**src/hdl/decode_params.svh**
```systemverilog
`ifndef DECODE_PARAMS_SVH
`define DECODE_PARAMS_SVH

`define DEC_FETCH_WIDTH   2
`define DEC_UOPS_PER_INSN 2
`define DEC_BUNDLE_WIDTH  4
`define DEC_PC_WIDTH      64
`define DEC_INSN_WIDTH    32
`define DEC_IMM_WIDTH     21

// x31 reads as sp in the add and subtract forms
`define DEC_SP_REG        31

// opcode byte, bits 31:24 of the word
`define DEC_OP_ADD_I 8'h91
`define DEC_OP_SUB_I 8'hd1
`define DEC_OP_ADDS  8'hab
`define DEC_OP_SUBS  8'heb
`define DEC_OP_ORR   8'haa
`define DEC_OP_EOR   8'hca
`define DEC_OP_ANDS  8'hea
`define DEC_OP_MOVZ  8'hd2
`define DEC_OP_MOVK  8'hf2
`define DEC_OP_LDUR  8'hf8
`define DEC_OP_STUR  8'hf9
`define DEC_OP_B     8'h14
`define DEC_OP_BCOND 8'h54
`define DEC_OP_NOP   8'hd5
`define DEC_OP_HLT   8'hd4

`endif
```
**src/hdl/uop_pkg.sv**
```systemverilog
`default_nettype none

`include "decode_params.svh"

package uop_pkg;

    typedef enum logic [3:0] {
        UOP_ADD   = 4'd0,
        UOP_SUB   = 4'd1,
        UOP_AND   = 4'd2,
        UOP_ORR   = 4'd3,
        UOP_EOR   = 4'd4,
        UOP_MOVZ  = 4'd5,
        UOP_MOVK  = 4'd6,
        UOP_LOAD  = 4'd7,
        UOP_STORE = 4'd8,
        UOP_BCOND = 4'd9,
        UOP_HLT   = 4'd10
    } uop_code_e;

    typedef struct packed {
        logic [4:0] gpr;
        logic       is_sp;
    } reg_ref_t;

    typedef struct packed {
        uop_code_e                 code;
        reg_ref_t                  dst;
        reg_ref_t                  src1;
        reg_ref_t                  src2;
        logic [`DEC_IMM_WIDTH-1:0] imm;
        logic [1:0]                hw;        // movk lane select
        logic                      valb_sel;  // 1 takes src2, 0 takes imm
        logic                      mem_read;
        logic                      mem_write;
        logic                      w_enable;
        logic                      tx_begin;
        logic                      tx_end;
        logic [`DEC_PC_WIDTH-1:0]  pc;
    } uop_t;

    typedef struct packed {
        uop_t [`DEC_UOPS_PER_INSN-1:0]           uops;
        logic [$clog2(`DEC_UOPS_PER_INSN+1)-1:0] count;
        logic                                    stop;  // later slots are dropped
    } lane_out_t;

    typedef struct packed {
        uop_t [`DEC_BUNDLE_WIDTH-1:0]           uops;
        logic [$clog2(`DEC_BUNDLE_WIDTH+1)-1:0] count;
    } bundle_t;

endpackage

`default_nettype wire

```
**src/hdl/isa_pkg.sv**
```systemverilog
`default_nettype none

`include "decode_params.svh"

package isa_pkg;

    typedef enum logic [7:0] {
        OP_ADD_I = `DEC_OP_ADD_I,
        OP_SUB_I = `DEC_OP_SUB_I,
        OP_ADDS  = `DEC_OP_ADDS,
        OP_SUBS  = `DEC_OP_SUBS,
        OP_ORR   = `DEC_OP_ORR,
        OP_EOR   = `DEC_OP_EOR,
        OP_ANDS  = `DEC_OP_ANDS,
        OP_MOVZ  = `DEC_OP_MOVZ,
        OP_MOVK  = `DEC_OP_MOVK,
        OP_LDUR  = `DEC_OP_LDUR,
        OP_STUR  = `DEC_OP_STUR,
        OP_B     = `DEC_OP_B,
        OP_BCOND = `DEC_OP_BCOND,
        OP_NOP   = `DEC_OP_NOP,
        OP_HLT   = `DEC_OP_HLT
    } opcode_e;

    // immediate add and subtract
    typedef struct packed {
        opcode_e     opcode;
        logic [1:0]  rsvd;
        logic [11:0] imm12;
        logic [4:0]  rn;
        logic [4:0]  rd;
    } ri_fmt_t;

    typedef struct packed {
        opcode_e     opcode;
        logic [2:0]  rsvd_hi;
        logic [4:0]  rm;       // bits 20:16
        logic [5:0]  rsvd_lo;
        logic [4:0]  rn;
        logic [4:0]  rd;
    } rr_fmt_t;

    typedef struct packed {
        opcode_e     opcode;
        logic        rsvd;
        logic [1:0]  hw;
        logic [15:0] imm16;
        logic [4:0]  rd;
    } mov_fmt_t;

    typedef struct packed {
        opcode_e     opcode;
        logic [2:0]  rsvd_hi;
        logic [8:0]  imm9;     // bits 20:12
        logic [1:0]  rsvd_lo;
        logic [4:0]  rn;
        logic [4:0]  rd;
    } mem_fmt_t;

    // every view shares the opcode byte and rd in 4:0
    typedef union packed {
        logic [`DEC_INSN_WIDTH-1:0] raw;
        ri_fmt_t  ri;
        rr_fmt_t  rr;
        mov_fmt_t mov;
        mem_fmt_t mem;
    } insn_t;

endpackage

`default_nettype wire

```
**src/hdl/decode_top.sv**
```systemverilog
`timescale 1ns/100ps
`default_nettype none

`include "decode_params.svh"

module decode_top (
    input  logic                     clk_in,
    input  logic                     rst_n,
    input  logic                     flush,
    input  logic                     fetch_valid,
    input  logic [1:0]               fetch_count,
    input  isa_pkg::insn_t           fetch_words [`DEC_FETCH_WIDTH],
    input  logic [`DEC_PC_WIDTH-1:0] fetch_pc,
    input  logic [1:0]               predict_taken,
    output logic                     decode_ready,
    output logic                     out_valid,
    output uop_pkg::bundle_t         out_bundle,
    input  logic                     exe_ready
);

    logic [`DEC_FETCH_WIDTH-1:0] slot_valid;
    uop_pkg::lane_out_t          lane_out [`DEC_FETCH_WIDTH];
    uop_pkg::bundle_t            lane_bundle;

    for (genvar gi = 0; gi < `DEC_FETCH_WIDTH; gi++) begin : g_lane
        assign slot_valid[gi] = (int'(fetch_count) > gi);

        decode_lane #(
            .LANE_INDEX(gi)
        ) i_decode_lane (
            .slot_valid   (slot_valid[gi]),
            .insn         (fetch_words[gi]),
            .base_pc      (fetch_pc),
            .predict_taken(predict_taken[gi]),
            .result       (lane_out[gi])
        );
    end

    bundle_packer i_bundle_packer (
        .lane0 (lane_out[0]),
        .lane1 (lane_out[1]),
        .bundle(lane_bundle)
    );

    // an empty bundle is consumed here without reaching execute
    issue_buffer i_issue_buffer (
        .clk_in    (clk_in),
        .rst_n     (rst_n),
        .flush     (flush),
        .in_valid  (fetch_valid),
        .in_bundle (lane_bundle),
        .in_ready  (decode_ready),
        .out_valid (out_valid),
        .out_bundle(out_bundle),
        .out_ready (exe_ready)
    );

endmodule

`default_nettype wire

```
**src/hdl/issue_buffer.sv**
```systemverilog
`timescale 1ns/100ps
`default_nettype none

module issue_buffer (
    input  logic             clk_in,
    input  logic             rst_n,
    input  logic             flush,
    input  logic             in_valid,
    input  uop_pkg::bundle_t in_bundle,
    output logic             in_ready,
    output logic             out_valid,
    output uop_pkg::bundle_t out_bundle,
    input  logic             out_ready
);

    uop_pkg::bundle_t out_q;
    uop_pkg::bundle_t skid_q;
    logic             out_v;
    logic             skid_v;
    logic             keep;      // accepted and holds at least one uop
    logic             out_free;  // output register may load on this edge

    assign in_ready  = ~skid_v;  // low while the skid entry is full
    assign keep      = in_valid & in_ready & (in_bundle.count != '0);
    assign out_free  = ~out_v | out_ready;

    assign out_valid  = out_v;
    assign out_bundle = out_q;

    always_ff @(posedge clk_in or negedge rst_n) begin
        if (!rst_n) begin
            out_v  <= 1'b0;
            skid_v <= 1'b0;
        end else if (flush) begin
            out_v  <= 1'b0;
            skid_v <= 1'b0;
        end else if (out_free) begin
            // skid drains first; keep is low whenever skid_v is set
            out_v  <= skid_v | keep;
            skid_v <= 1'b0;
        end else if (keep) begin
            skid_v <= 1'b1;
        end
    end

    always_ff @(posedge clk_in) begin
        if (out_free) begin
            out_q <= skid_v ? skid_q : in_bundle;
        end
        if (!out_free && keep) begin
            skid_q <= in_bundle;  // output stalled, park the new bundle
        end
    end

endmodule

`default_nettype wire

```
**src/hdl/bundle_packer.sv**
```systemverilog
`timescale 1ns/100ps
`default_nettype none

`include "decode_params.svh"

module bundle_packer (
    input  uop_pkg::lane_out_t lane0,
    input  uop_pkg::lane_out_t lane1,
    output uop_pkg::bundle_t   bundle
);

    localparam int BUNDLE_CNT_W = $clog2(`DEC_BUNDLE_WIDTH + 1);

    logic [BUNDLE_CNT_W-1:0] lane0_count;
    logic [BUNDLE_CNT_W-1:0] lane1_count;  // zero when lane0 ends the bundle

    assign lane0_count = BUNDLE_CNT_W'(lane0.count);
    assign lane1_count = lane0.stop ? '0 : BUNDLE_CNT_W'(lane1.count);

    // lane1 starts right after lane0's last uop, so no gaps
    always_comb begin
        bundle = '0;
        for (int i = 0; i < `DEC_UOPS_PER_INSN; i++) begin
            if (i < int'(lane0_count)) begin
                bundle.uops[i] = lane0.uops[i];
            end
            if (i < int'(lane1_count)) begin
                bundle.uops[int'(lane0_count) + i] = lane1.uops[i];
            end
        end
        bundle.count = lane0_count + lane1_count;
    end

endmodule

`default_nettype wire

```
**src/hdl/decode_lane.sv**
```systemverilog
`timescale 1ns/100ps
`default_nettype none

`include "decode_params.svh"

module decode_lane #(
    parameter int LANE_INDEX = 0
) (
    input  logic                     slot_valid,
    input  isa_pkg::insn_t           insn,
    input  logic [`DEC_PC_WIDTH-1:0] base_pc,
    input  logic                     predict_taken,
    output uop_pkg::lane_out_t       result
);

    isa_pkg::opcode_e         opcode;
    logic [`DEC_PC_WIDTH-1:0] slot_pc;
    logic                     rn_is_sp;
    logic                     rd_is_sp;
    logic                     has_offset;
    uop_pkg::uop_t            blank;   // fields common to every uop of this slot
    uop_pkg::uop_t            first;
    uop_pkg::uop_t            second;  // only a cracked load uses it

    function automatic uop_pkg::uop_code_e alu_code(input isa_pkg::opcode_e op);
        uop_pkg::uop_code_e code;
        case (op)
            isa_pkg::OP_SUB_I, isa_pkg::OP_SUBS: code = uop_pkg::UOP_SUB;
            isa_pkg::OP_ORR:  code = uop_pkg::UOP_ORR;
            isa_pkg::OP_EOR:  code = uop_pkg::UOP_EOR;
            isa_pkg::OP_ANDS: code = uop_pkg::UOP_AND;
            default:          code = uop_pkg::UOP_ADD;
        endcase
        return code;
    endfunction

    assign opcode     = insn.ri.opcode;
    assign slot_pc    = base_pc + `DEC_PC_WIDTH'(4 * LANE_INDEX);
    assign rn_is_sp   = (insn.ri.rn == 5'(`DEC_SP_REG));
    assign rd_is_sp   = (insn.ri.rd == 5'(`DEC_SP_REG));
    assign has_offset = (insn.mem.imm9 != 9'd0);

    always_comb begin
        blank          = '0;
        blank.pc       = slot_pc;
        blank.tx_begin = 1'b1;
        blank.tx_end   = 1'b1;
    end

    always_comb begin
        result = '0;
        first  = blank;
        second = '0;
        if (slot_valid) begin
            case (opcode)
                isa_pkg::OP_ADD_I, isa_pkg::OP_SUB_I: begin
                    first.code        = alu_code(opcode);
                    first.dst.gpr     = insn.ri.rd;
                    first.dst.is_sp   = rd_is_sp & rn_is_sp;
                    first.src1.gpr    = insn.ri.rn;
                    first.src1.is_sp  = rn_is_sp;
                    first.imm         = `DEC_IMM_WIDTH'(insn.ri.imm12);
                    first.w_enable    = 1'b1;
                    result.count      = 2'd1;
                end
                isa_pkg::OP_ADDS, isa_pkg::OP_SUBS, isa_pkg::OP_ORR,
                isa_pkg::OP_EOR, isa_pkg::OP_ANDS: begin
                    first.code     = alu_code(opcode);
                    first.dst.gpr  = insn.rr.rd;
                    first.src1.gpr = insn.rr.rn;
                    first.src2.gpr = insn.rr.rm;
                    first.valb_sel = 1'b1;
                    first.w_enable = 1'b1;
                    result.count   = 2'd1;
                end
                isa_pkg::OP_MOVZ, isa_pkg::OP_MOVK: begin
                    first.code = (opcode == isa_pkg::OP_MOVK) ? uop_pkg::UOP_MOVK
                                                               : uop_pkg::UOP_MOVZ;
                    first.dst.gpr  = insn.mov.rd;
                    first.imm      = `DEC_IMM_WIDTH'(insn.mov.imm16);
                    first.hw       = (opcode == isa_pkg::OP_MOVK) ? insn.mov.hw : 2'b00;
                    first.w_enable = 1'b1;
                    result.count   = 2'd1;
                end
                isa_pkg::OP_LDUR: begin
                    first.dst.gpr    = insn.mem.rd;
                    first.src1.gpr   = insn.mem.rn;
                    first.src1.is_sp = rn_is_sp;
                    first.w_enable   = 1'b1;
                    if (has_offset) begin
                        // address goes into rd, then the load reads it back from rd
                        first.code      = uop_pkg::UOP_ADD;
                        first.imm       = `DEC_IMM_WIDTH'(insn.mem.imm9);
                        first.tx_end    = 1'b0;
                        second          = blank;
                        second.code     = uop_pkg::UOP_LOAD;
                        second.dst.gpr  = insn.mem.rd;
                        second.src1.gpr = insn.mem.rd;
                        second.mem_read = 1'b1;
                        second.w_enable = 1'b1;
                        second.tx_begin = 1'b0;
                        result.count    = 2'd2;
                    end else begin
                        first.code     = uop_pkg::UOP_LOAD;
                        first.mem_read = 1'b1;
                        result.count   = 2'd1;
                    end
                end
                isa_pkg::OP_STUR: begin
                    first.code        = uop_pkg::UOP_STORE;
                    first.src1.gpr    = insn.mem.rn;
                    first.src1.is_sp  = rn_is_sp;
                    first.src2.gpr    = insn.mem.rd;  // store data
                    first.imm         = `DEC_IMM_WIDTH'(insn.mem.imm9);
                    first.mem_write   = 1'b1;
                    result.count      = 2'd1;
                end
                isa_pkg::OP_BCOND: begin
                    first.code   = uop_pkg::UOP_BCOND;
                    result.count = 2'd1;
                    result.stop  = predict_taken;
                end
                isa_pkg::OP_B: result.stop = 1'b1;  // fetch already redirected
                isa_pkg::OP_HLT: begin
                    first.code   = uop_pkg::UOP_HLT;
                    result.count = 2'd1;
                end
                default: begin
                    // nop and unknown opcodes emit nothing
                end
            endcase
        end
        if (result.count != 2'd0) begin
            result.uops[0] = first;
        end
        if (result.count == 2'd2) begin
            result.uops[1] = second;
        end
    end

endmodule

`default_nettype wire

```
**config.mk**
```make
export PLATFORM = sky130hd
export DESIGN_NAME = decode_top
export DESIGN_NICKNAME = d
export VERILOG_FILES = /design/src/hdl/uop_pkg.sv /design/src/hdl/isa_pkg.sv /design/src/hdl/decode_top.sv /design/src/hdl/issue_buffer.sv /design/src/hdl/bundle_packer.sv /design/src/hdl/decode_lane.sv
export VERILOG_INCLUDE_DIRS = /design/src /design/src/hdl
export SDC_FILE = /design/constraint.sdc
export NUM_CORES = 1
export LEC_CHECK = 0
export CAP_MARGIN = 0
export CORE_AREA = 2 2 323 197
export CTS_CLUSTER_SIZE = 10
export DETAILED_ROUTE_END_ITERATION = 6
export DIE_AREA = 0 0 325 199
export DONT_BUFFER_PORTS = 1
export PLACE_DENSITY = 0.79
export SYNTH_ARGS = -nofsm -noshare
export SYNTH_HDL_FRONTEND = slang
export SYNTH_SLANG_ARGS = --single-unit
```
**constraint.sdc**
```tcl
create_clock -name clk_in -period 114.2 [get_ports clk_in]
set_input_delay 11.42 -clock clk_in [delete_from_list [all_inputs] [get_ports clk_in]]
set_output_delay 11.42 -clock clk_in [all_outputs]
set_load 0.1 [all_outputs]
```
==> impl_metrics.csv <==
group,metric,value,unit
run_status,outcome,"completed",
yosys,synth_xor_area_share,1.03,%
run,drv_cap,0,
yosys,synth_ff_type,"edfxtp_1",
timing,setup_violations,0,
cells_and_area,multi_input_area,11600,um2
worst_setup_path,cpMostUsedCell,"buf_4",
clock_tree,clk_latency,660,ps
worst_setup_path,worst_ep_required_time,114460,ps
yosys,syn-instance-count,3095,
floorplan,coreArea,61900,um2
yosys,synth.top_cells.by_area,"edfxtp_1 67%, nand2_1 4.4%, o31ai_1 3.8%",
yosys,yosys.area.top_type,"edfxtp_1",
routing,initialDrtViolationCount,4083,
floorplan,die_h,199,um
routing,firstDrtPassIters,6,
clock_tree,ctsHoldBuffers,0,
global_routing,antenna_found_initial,1,
clock_tree,cts_tree,"done",
clock_tree,clk_pin_slew,60,ps
worst_setup_path,slowest_delay,990,ps
global_routing,grt_max_degree,109,
power,peakVddDrop,0.0186,mV
power,power_density,15.6,nW/um2
timing,fin_ws,96980,ps
floorplan,num_rows,71,
cells_and_area,nets,3177,
place,dp_slack,96500,ps
clock_tree,post_cts_buffers,0,
worst_setup_path,crit_buf_inv,4,
yosys,synth.area.mux_share,2.83,%
global_routing,grt_overflow,0,
clock_tree,clock_path_buffers,3,
place,gp_congestion,0.969,
cells_and_area,fin_cells,3893,
yosys,synth-simple-area-share,12.5,%
hold_path,holdPathStages,2,
cells_and_area,nFillCells,4211,
hold_path,min_path_type,"reg -> reg",
global_routing,grt_util_all_layers,35.8,%
floorplan,die-area,64700,um2
worst_setup_path,cp.depth,12,
routing,wire_per_inst,30.4,um
clock_tree,cts_inserted_buffers,97,
worst_setup_path,cp-end-kind,"flop",
yosys,postSynth.asyncResetShare,0.227,%
yosys,synth-edff-count,878,
worst_setup_path,reg2reg_depth,5,
power,clockPowerShare,41.3,%
yosys,yosysSeqAreaShare,67.5,%
timing,max_freq,58.1,MHz
timing,fin_skew,16.3,ps
worst_setup_path,crit_chain,"nor4bb_1, and3_1, o41a_2, buf_4, o31a_1, ha_1, fa_1, o31ai_1, nor3_2, buf_4, buf_4, buf_4",
yosys,postSynthAreaPerCell,12.6,um2
routing,wl,118000,um
floorplan,initial_core_util,63.2,%
worst_setup_path,crit_path_start_kind,"input pin",
floorplan,die-width,325,um
yosys,synth_compound_area_share,12.5,%
cells_and_area,drive_gt1_share,10.2,%
place,placed_cells,3777,
power,p_switching,0.000150,W
timing,timing.final.crit_share,15.1,%
timing,slew_headroom,17.8,%
power,p_seq_share,56.4,%
yosys,ys_warn_count,0,
yosys,synth_top_family_by_area,"compound AO/OA/AOI/OAI gates",
timing,hold_viol_final,0,
clock_tree,cts-root-buf,"clkbuf_16",
worst_setup_path,critPathKind,"in -> reg",
timing,tightest_slew,1230,ps
routing,antenna_left,0,
power,p_int,0.000509,W
timing,min_period,17220,ps
clock_tree,cts.sinks,880,
worst_setup_path,arrival,17480,ps
clock_tree,post_cts_resized,0,
worst_setup_path,critical_path.slowest_cell,"buf_4",
timing,finalMaxSlewViolations,0,
clock_tree,htreeDepth,3,
worst_setup_path,path_max_fanout,81,
global_routing,first_global_vias,25100,
cells_and_area,seq_area,26400,um2
power,p_comb_share,2.3,%
routing,vias_per_cell,6.98,
global_routing,grt_pass1_wl,171000,um
timing,tns,0,ps
cells_and_area,area_growth,8.03,%
yosys,ys_ff_latch,880,
timing,rsz0062_at_grt,"false",
place,hpwlAfterDp,78000,um
power,p_sw_share,22.7,%
yosys,synth.top_cell.area_share,67.4,%
routing,via_count,27200,
yosys,ys_types,94,
place,portBuffers,0,
floorplan,io_pins,602,
yosys,netlist_area,39100,um2
routing,drc_errors,0,
worst_setup_path,cp_top_family,"buffers and inverters",
power,leakage,16.4,nW
yosys,synthAdderAreaFrac,0.115,%
-- power groups by stage --
stage                     Combinational (W)  Clock [W]  Sequential (W)
final                             0.0000153   0.000272        0.000371
after global routing              0.0000163   0.000285        0.000371
after CTS                         0.0000149   0.000273        0.000371
after detailed placement          0.0000148          0        0.000378
after global placement            0.0000144          0        0.000378
after floorplan                   0.0000130          0        0.000378
-- worst register-to-register path: stages, from the launching register on --
cell and delay [ps]:
dfrtp_1 1000, nand2b_4 760, nor3_2 390, buf_4 790, buf_4 1040, buf_4 1010
-- state kept, by name, indices dropped and copies added, names as in the netlist --
name	cells
i_issue_buffer.skid_v	1
i_issue_buffer.out_valid	1
i_issue_buffer.skid_q	439
i_issue_buffer.out_bundle	439
-- cells in the final DEF, fill, tap and decap left out, drive strengths merged, types with 27 or more instances in the layout --
cell,n
nand4,28
nor2,302
nand3,53
buf,55
o31ai,204
nor4,32
nor3,40
o21bai,27
and2,57
clkbuf,110
a31oi,71
conb,53
inv,49
o211ai,51
mux2,94
nand2,458
o21ai,104
edfxtp,878
xnor2,28
-- stage by stage --
stage / total power (W) / hold slack [ps] / util (%) / area (um2)
after global placement: 0.000392 / 505 / 64.1 / 39700
after CTS: 0.000659 / 518 / 68.3 / 42300
after detailed placement: 0.000393 / 505 / 64.1 / 39700
final: 0.000659 / 517 / 68.3 / 42300
after global routing: 0.000673 / 539 / 68.3 / 42300
after floorplan: 0.000391 / 495 / - / 39300
-- synth_stat cells, drive strengths merged (51+ instances only) --
cell    instances
clkbuf        150
and2           57
nor2          302
edfxtp        878
nand3          53
a31oi          71
buf           114
mux2           94
o21ai         104
o31ai         204
o211ai         51
nand2         458
-- path summary, 6_finish.rpt --
check | start | endpoint | slack, ps
hold reg to reg | i_issue_buffer.skid_q[191]$_DFFE_PP_ | i_issue_buffer.out_bundle[191]$_DFFE_PP_ | 520
hold / removal | i_issue_buffer.skid_q[191]$_DFFE_PP_ | i_issue_buffer.out_bundle[191]$_DFFE_PP_ | 520
setup / recovery | fetch_words[25] | i_issue_buffer.skid_q[375]$_DFFE_PP_ | 96980
min in group asynchronous | rst_n | i_issue_buffer.skid_v$_DFFE_PN0P_ | 10460
max in group asynchronous | rst_n | i_issue_buffer.skid_v$_DFFE_PN0P_ | 103660
setup reg to reg | i_issue_buffer.out_valid$_DFFE_PN0N_ | i_issue_buffer.skid_q[375]$_DFFE_PP_ | 108750
-- layer usage --
metal | track usage [%] | up-vias | part of all wire [%]
met5 | 0 | - | 0.0084
met4 | 11.8 | 2 | 3.6
met3 | 12.3 | 287 | 14
met2 | 51.7 | 2060 | 44
met1 | 51.3 | 13400 | 38
li1 | - | 11400 | -
-- cells by family after synthesis --
kind of cell | Yosys count
AOI/OAI and AO/OA | 676
and+or+nand+nor | 1077
DFF | 880
adders and majority gates | 3
buffers and inverters | 313
muxes | 99
xor gates and xnor gates | 46
other | 1
-- area by class of cell --
type | count | share of cell area [%]
Sequential cell | 880 | 62.5
Tap cell | 839 | 2.48
Clock inverter | 5 | 0.183
Antenna cell | 1 | 0.00592
Multi-Input combinational cell | 1954 | 27.5
Inverter | 49 | 0.459
Timing Repair Buffer | 55 | 0.977
Clock buffer | 110 | 5.91
No activity file was read; power rests on OpenSTA's default activity.
